--- config.mk ---
export PLATFORM = sky130hd
export DESIGN_NAME = mem_subsystem
export DESIGN_NICKNAME = d
export VERILOG_FILES = /design/src/verilog/mem_types_pkg.sv /design/src/verilog/arb_pkg.sv /design/src/verilog/mem_arbiter.sv /design/src/verilog/line_serializer.sv /design/src/verilog/line_assembler.sv /design/src/verilog/mem_subsystem.sv
export VERILOG_INCLUDE_DIRS = /design/src /design/src/verilog
export SDC_FILE = /design/constraint.sdc
export NUM_CORES = 1
export LEC_CHECK = 0
export ABC_AREA = 1
export BUFFER_PORTS_ARGS = -buffer_cell sky130_fd_sc_hd__buf_2
export CAP_MARGIN = 20
export CORE_AREA = 4 4 490 492
export DETAILED_ROUTE_END_ITERATION = 8
export DIE_AREA = 0 0 494 496
export GPL_ROUTABILITY_DRIVEN = 0
export PLACE_DENSITY = 0.32
export SETUP_SLACK_MARGIN = 0.1
export SLEW_MARGIN = 5
export SYNTH_ARGS = -nofsm -noshare
export SYNTH_HDL_FRONTEND = slang
export SYNTH_HIERARCHICAL = 1
export SYNTH_SLANG_ARGS = --single-unit
--- constraint.sdc ---
create_clock -name clk -period 10.5 [get_ports clk]
set_input_delay 1.575 -clock clk [delete_from_list [all_inputs] [get_ports clk]]
set_output_delay 1.575 -clock clk [all_outputs]
set_load 0.01 [all_outputs]
--- src/verilog/mem_defs.svh ---
`ifndef MEM_DEFS_SVH
`define MEM_DEFS_SVH

// byte address width of the memory port
`define MEM_ADDR_BITS 32

// one cache line of eight 32-bit words
`define MEM_LINE_BITS 256

// one burst beat of two words
`define MEM_BEAT_BITS 64

// beats per line with the lowest beat moving first
`define MEM_BEATS 4

`endif

--- src/verilog/mem_types_pkg.sv ---
`default_nettype none

`include "mem_defs.svh"

package mem_types_pkg;

    // line address as issued by either cache
    typedef logic [`MEM_ADDR_BITS-1:0] addr_t;

    // full cache line between caches and datapath
    typedef logic [`MEM_LINE_BITS-1:0] line_t;

    // single beat on the memory bus
    typedef logic [`MEM_BEAT_BITS-1:0] beat_t;

endpackage

`default_nettype wire

--- src/verilog/arb_pkg.sv ---
`default_nettype none

package arb_pkg;

    // arbiter FSM states
    // idle waits for a request, busy runs the burst,
    // done is the single cycle of the cache resp pulse
    typedef enum logic [1:0] {
        idle = 2'd0,
        busy = 2'd1,
        done = 2'd2
    } arb_state_t;

    // owner of the shared memory port
    typedef enum logic {
        instr = 1'b0,
        data  = 1'b1
    } grant_t;

endpackage

`default_nettype wire

--- src/verilog/mem_arbiter.sv ---
`timescale 1ns/10ps
`default_nettype none

`include "mem_defs.svh"

module mem_arbiter (
    input  wire             clk,
    input  wire             rst,
    input  wire             instr_read,
    input  wire             instr_write,
    input  wire             data_read,
    input  wire             data_write,
    input  wire             mem_resp,
    output arb_pkg::grant_t grant,
    output logic            load,
    output logic            beat_advance,
    output logic            mem_read,
    output logic            mem_write,
    output logic            instr_resp,
    output logic            data_resp
);

    // index of the final beat in a burst
    localparam logic [1:0] BEAT_LAST = 2'(`MEM_BEATS - 1);

    arb_pkg::arb_state_t state;
    arb_pkg::arb_state_t state_next;
    // owner of the current burst and afterwards the cache served last
    arb_pkg::grant_t     owner;
    arb_pkg::grant_t     pick;
    logic [1:0]          beat_cnt;
    logic                instr_req;
    logic                data_req;
    logic                pick_write;

    assign instr_req = instr_read || instr_write;
    assign data_req  = data_read || data_write;

    // when both wait the cache not served last goes next
    always_comb begin
        if (instr_req && data_req) begin
            pick = (owner == arb_pkg::instr) ? arb_pkg::data : arb_pkg::instr;
        end else if (data_req) begin
            pick = arb_pkg::data;
        end else begin
            pick = arb_pkg::instr;
        end
    end

    assign pick_write = (pick == arb_pkg::instr) ? instr_write : data_write;

    // grant is the pending choice while idle so the serializer can latch it
    assign load         = (state == arb_pkg::idle) && (instr_req || data_req);
    assign grant        = (state == arb_pkg::idle) ? pick : owner;
    assign beat_advance = (state == arb_pkg::busy) && mem_resp;

    // resp only reaches the owner
    assign instr_resp = (state == arb_pkg::done) && (owner == arb_pkg::instr);
    assign data_resp  = (state == arb_pkg::done) && (owner == arb_pkg::data);

    always_comb begin
        state_next = state;
        case (state)
            arb_pkg::idle: begin
                if (load) begin
                    state_next = arb_pkg::busy;
                end
            end
            arb_pkg::busy: begin
                // leave after the fourth beat
                if (beat_advance && (beat_cnt == BEAT_LAST)) begin
                    state_next = arb_pkg::done;
                end
            end
            arb_pkg::done: begin
                state_next = arb_pkg::idle;
            end
            default: begin
                state_next = arb_pkg::idle;
            end
        endcase
    end

    always_ff @(posedge clk) begin
        if (rst) begin
            state     <= arb_pkg::idle;
            // instr counts as served last, so data wins the first tie
            owner     <= arb_pkg::instr;
            beat_cnt  <= 2'd0;
            mem_read  <= 1'b0;
            mem_write <= 1'b0;
        end else begin
            state <= state_next;
            if (load) begin
                owner     <= pick;
                beat_cnt  <= 2'd0;
                mem_read  <= !pick_write;
                mem_write <= pick_write;
            end
            if (beat_advance) begin
                beat_cnt <= beat_cnt + 2'd1;
                // direction drops once the last beat is taken
                if (beat_cnt == BEAT_LAST) begin
                    mem_read  <= 1'b0;
                    mem_write <= 1'b0;
                end
            end
        end
    end

    // one direction at a time and only while a burst runs
    a_mem_dir_excl: assert property (@(posedge clk) disable iff (rst)
        (mem_read || mem_write) |-> (mem_read != mem_write) && (state == arb_pkg::busy))
        else $error("memory direction wrong or outside a burst");

    // a single resp that closes the burst of the cycle before
    a_resp_excl: assert property (@(posedge clk) disable iff (rst)
        (instr_resp || data_resp) |-> !(instr_resp && data_resp) && $past(mem_read || mem_write))
        else $error("resp on both caches or without a finished burst");

    // resp only while the cache still holds its request
    a_instr_resp_req: assert property (@(posedge clk) disable iff (rst)
        instr_resp |-> instr_req)
        else $error("instr_resp without instr request");

    a_data_resp_req: assert property (@(posedge clk) disable iff (rst)
        data_resp |-> data_req)
        else $error("data_resp without data request");

endmodule

`default_nettype wire

--- src/verilog/line_serializer.sv ---
`timescale 1ns/10ps
`default_nettype none

`include "mem_defs.svh"

module line_serializer (
    input  wire                  clk,
    input  wire                  rst,
    input  wire                  load,
    input  wire                  beat_advance,
    input  wire arb_pkg::grant_t grant,
    input  wire mem_types_pkg::addr_t instr_address,
    input  wire mem_types_pkg::addr_t data_address,
    input  wire mem_types_pkg::line_t instr_wdata,
    input  wire mem_types_pkg::line_t data_wdata,
    output mem_types_pkg::addr_t mem_address,
    output mem_types_pkg::beat_t mem_wdata
);

    mem_types_pkg::addr_t addr_q;
    // write line that shifts down as beats leave
    mem_types_pkg::line_t line_q;

    // address stays put for the whole burst
    always_ff @(posedge clk) begin
        if (rst) begin
            addr_q <= '0;
        end else if (load) begin
            addr_q <= (grant == arb_pkg::instr) ? instr_address : data_address;
        end
    end

    always_ff @(posedge clk) begin
        if (load) begin
            line_q <= (grant == arb_pkg::instr) ? instr_wdata : data_wdata;
        end else if (beat_advance) begin
            // drop the beat just taken and zero fill from the top
            line_q <= {{`MEM_BEAT_BITS{1'b0}},
                       line_q[`MEM_LINE_BITS-1:`MEM_BEAT_BITS]};
        end
    end

    assign mem_address = addr_q;
    // current beat is always the lowest slice
    assign mem_wdata   = line_q[`MEM_BEAT_BITS-1:0];

    // a burst never shifts before its line has been captured
    a_load_no_beat: assert property (@(posedge clk) disable iff (rst)
        load |-> !beat_advance)
        else $error("beat_advance in the load cycle");

endmodule

`default_nettype wire

--- src/verilog/line_assembler.sv ---
`timescale 1ns/10ps
`default_nettype none

`include "mem_defs.svh"

module line_assembler (
    input  wire                        clk,
    input  wire                        rst,
    input  wire                        beat_advance,
    input  wire mem_types_pkg::beat_t  mem_rdata,
    output mem_types_pkg::line_t       rdata
);

    mem_types_pkg::line_t line_q;

    // each beat enters at the top and walks down
    // so after four beats the first one sits lowest
    always_ff @(posedge clk) begin
        if (rst) begin
            line_q <= '0;
        end else if (beat_advance) begin
            line_q <= {mem_rdata, line_q[`MEM_LINE_BITS-1:`MEM_BEAT_BITS]};
        end
    end

    // held until the next burst and valid during resp
    assign rdata = line_q;

endmodule

`default_nettype wire

--- src/verilog/mem_subsystem.sv ---
`timescale 1ns/10ps
`default_nettype none

module mem_subsystem (
    input  wire                        clk,
    input  wire                        rst,

    // instruction cache
    input  wire mem_types_pkg::addr_t  instr_address,
    output mem_types_pkg::line_t       instr_rdata,
    input  wire mem_types_pkg::line_t  instr_wdata,
    input  wire                        instr_read,
    input  wire                        instr_write,
    output logic                       instr_resp,

    // data cache
    input  wire mem_types_pkg::addr_t  data_address,
    output mem_types_pkg::line_t       data_rdata,
    input  wire mem_types_pkg::line_t  data_wdata,
    input  wire                        data_read,
    input  wire                        data_write,
    output logic                       data_resp,

    // burst memory port
    output mem_types_pkg::addr_t       mem_address,
    output logic                       mem_read,
    output logic                       mem_write,
    output mem_types_pkg::beat_t       mem_wdata,
    input  wire mem_types_pkg::beat_t  mem_rdata,
    input  wire                        mem_resp
);

    arb_pkg::grant_t      grant;
    logic                 load;
    logic                 beat_advance;
    mem_types_pkg::line_t rdata_line;

    mem_arbiter u_mem_arbiter (
        .clk          (clk),
        .rst          (rst),
        .instr_read   (instr_read),
        .instr_write  (instr_write),
        .data_read    (data_read),
        .data_write   (data_write),
        .mem_resp     (mem_resp),
        .grant        (grant),
        .load         (load),
        .beat_advance (beat_advance),
        .mem_read     (mem_read),
        .mem_write    (mem_write),
        .instr_resp   (instr_resp),
        .data_resp    (data_resp)
    );

    line_serializer u_line_serializer (
        .clk           (clk),
        .rst           (rst),
        .load          (load),
        .beat_advance  (beat_advance),
        .grant         (grant),
        .instr_address (instr_address),
        .data_address  (data_address),
        .instr_wdata   (instr_wdata),
        .data_wdata    (data_wdata),
        .mem_address   (mem_address),
        .mem_wdata     (mem_wdata)
    );

    line_assembler u_line_assembler (
        .clk          (clk),
        .rst          (rst),
        .beat_advance (beat_advance),
        .mem_rdata    (mem_rdata),
        .rdata        (rdata_line)
    );

    // one read line for both caches and only the matching resp qualifies it
    assign instr_rdata = rdata_line;
    assign data_rdata  = rdata_line;

endmodule

`default_nettype wire

==> flow_summary.yaml <==
grt:
  antenna_found_initial: 134
  grt_pass1_wl_um: 245800
  grtUsageTotal: 0.1462
  grt_overflow_total: 0
  grt_max_degree: 164
  first_global_vias: 27760
floorplan:
  die_h_um: 496
  die_area_sq_mm: 0.2450
  io_pins: 1259
  fp.coreArea_sq_mm: 0.2352
  start_util: 0.1258
  row_count: 178
  die_w_um: 494
placed_design:
  dp.cells: 8069
  io_buffers: 1258
  hpwl_um: 151200
  postPlaceCellArea_sq_mm: 0.03611
timing:
  finalMaxSlewViolations: 0
  worst_slew_pin_slew_ns: 1.161
  setup_violations: 0
  rsz0062_at_grt: "false"
  fmax_ghz: 0.2250
  min_period_ns: 4.445
  whs_ns: 0.4718
  hold_viol: 0
  finalClockSkew_ns: 0.03820
  timing.slew.headroom: 0.2263
  fin_crit_sh: 0.4233
  final.setup.tns_ns: 0
critical_path:
  critPathLaunchType: "primary input"
  end_kind: "flip-flop"
  r2r_end: "u_line_serializer/line_q[46]$_DFFE_PP_"
  ff2ff_path_depth: 9
  cp.arrival_ns: 4.86
  crit_required_ns: 10.92
  reg2reg_slack_ns: 6.62
  crit_type: "in -> reg"
  path_max_fanout: 138
  regToRegStartpoint: "u_mem_arbiter/state[0]$_SDFFE_PP0P_"
finish:
  fillers: 27380
  final_cells: 8252
  finish.net_count: 5650
  register_area_sq_mm: 0.01359
  drive_gt1_frac: 0.2805
  utilization: 0.1654
  multi_input_area_sq_mm: 0.009482
  design_area_sq_mm: 0.03891
  syn_to_final_growth_pct: 31.53
cts:
  numCtsBuffers: 81
  cts_setup_buffers: 0
  clk_pin_slew_ns: 0.05
  clk_path_buf_depth: 3
  clk_latency_ns: 0.71
  cts_root_buf: "clkbuf_16"
  cts_tree: "done"
  h-tree-depth: 3
  cts_resized: 0
  cts_hold_buf: 0
  cts_num_sinks: 551
logic_synthesis:
  ys_ff_latch: 551
  yosysSeqAreaShare: 0.4595
  synth.avg_cell_area_sq_um: 7.101
  synth_nets: 4814
  syn-cell-area_sq_mm: 0.02958
  synth.distinct_cells: 26
  netlist_instances: 4166
  yosysWarnings: 6
flow_run:
  max-cap-violations: 0
min_path:
  min_from: "u_mem_arbiter/beat_cnt[0]$_SDFFE_PP0P_"
  holdPathStages: 1
  hold_class: "reg -> reg"
  worstHoldEndpoint: "u_mem_arbiter/beat_cnt[0]$_SDFFE_PP0P_"
route:
  wl_per_cell_um: 22.73
  routed_via_density: 3.447
  drt_iter0_drc: 1970
  dr.pass1.iters: 6
  vias: 28450
  drc: 0
  ant_nets: 0
  wirelength_um: 187600
pwr:
  power.density_mw_per_mm2: 181.3
  p_leak_nw: 20.41
  irDropWorstVdd_mv: 0.1102
outcome:
  outcome: "finished clean"
state kept, by name, summed over array words and instances (netlist names):
signal / flops
u_mem_arbiter/beat_cnt: 2
u_line_serializer/line_q: 256
u_mem_arbiter/owner: 1
u_line_serializer/mem_address: 32
u_mem_arbiter/mem_read: 1
u_mem_arbiter/state: 2
u_line_assembler/rdata: 256
u_mem_arbiter/mem_write: 1
worst max path at each step:
stage | to | startpoint | slack (ns) | depth (start not counted)
floorplan | u_line_serializer/line_q[0]$_DFFE_PP_ | instr_read | 2.05 | 8
global placement | u_line_serializer/line_q[46]$_DFFE_PP_ | instr_read | 5.31 | 10
detailed placement | u_line_serializer/line_q[233]$_SDFFCE_PN0P_ | instr_read | 5.31 | 9
CTS | u_line_serializer/line_q[233]$_SDFFCE_PN0P_ | instr_read | 6.08 | 9
global route | u_line_serializer/line_q[46]$_DFFE_PP_ | instr_read | 5.88 | 10
finish | u_line_serializer/line_q[46]$_DFFE_PP_ | instr_read | 6.05 | 10
where the power goes:
group	internal [mW]	switching [mW]	leakage [nW]	total (mW)
Sequential	2.58	0.204	5.05	2.78
Combinational	0.453	0.978	14.0	1.43
Clock	1.65	1.19	1.31	2.84
Total	4.68	2.37	20.4	7.06
final cells by class:
class / instances / share of cell area
sequential: 551 / 0.3493
clock buffer: 113 / 0.05830
antenna: 36 / 0.002315
timing repair buffer: 1281 / 0.1666
multi-input combinational: 2403 / 0.2437
inverter: 684 / 0.06720
clock inverter: 34 / 0.01132
tap: 3150 / 0.1013
critical path, cell delays in order:
cell and delay (ns):
buf_2 0.13, o21ai_1 0.21, nand3_1 0.18, o21ai_4 0.15, buf_4 0.55, buf_12 0.50
buf_4 0.95, nand2_1 0.23, nand3_1 0.15, nand2_1 0.05
cell usage in the layout, fill, tap and decap left out, types with 22 or more instances in the layout:
master	synthesis	final
diode_2	0	36
clkbuf_16	0	82
nand2_1	1383	1383
nor2_1	706	706
edfxtp_1	256	256
inv_1	679	677
o21ai_0	65	64
nand3_1	228	228
dfxtp_1	295	295
buf_2	78	1258
buf_4	381	22
cell families (layout without fill, tap and decap cells):
kind of cell	Yosys count	count (layout)	share of synthesized area
and+or+nand+nor	2330	2330	0.3073
buffers and inverters	1212	2112	0.2205
DFF	551	551	0.4595
AOI/OAI and AO/OA	72	72	0.01231
adders and majority gates	1	1	0.0004229
other	0	36	0
routing by layer:
| metal | global-route usage | routed length (um) | vias to the layer above |
|---|---|---|---|
| met5 | 0 | 478 | - |
| met4 | 0.04289 | 6062 | 68 |
| met3 | 0.05686 | 18660 | 302 |
| met2 | 0.2180 | 78500 | 1181 |
| met1 | 0.1945 | 83870 | 13170 |
| li1 | - | - | 13730 |
Yosys cell counts:
library cell,instances,area (sq um)
dfxtp_1,295,5906
a21oi_2,1,8.760
nor2_1,706,2650
nand2_1,1383,5191
o21ai_1,2,10.01
clkbuf_1,12,45.04
clkbuf_8,4,55.05
nand3_2,1,10.01
buf_4,381,2860
buf_2,78,390.4
nand3_4,1,17.52
inv_1,679,2549
nor2_2,4,25.02
ha_1,1,12.51
clkinv_4,1,8.760
nand3_1,228,1141
inv_4,1,6.260
nand2_2,1,6.260
o21ai_0,65,325.3
inv_2,3,11.26
edfxtp_1,256,7687
nor3_1,2,10.01
nand2_4,3,33.78
or2_1,1,6.260
buf_6,53,596.8
a21oi_1,4,20.02
metrics by stage:
| stage | worst slack [ns] | power [mW] |
|---|---|---|
| floorplan | 2.051 | 3.669 |
| global placement | 5.314 | 4.303 |
| detailed placement | 5.312 | 4.302 |
| CTS | 6.082 | 7.261 |
| global route | 5.875 | 7.485 |
| finish | 6.055 | 7.056 |
Power figures use the tool's default switching activity.
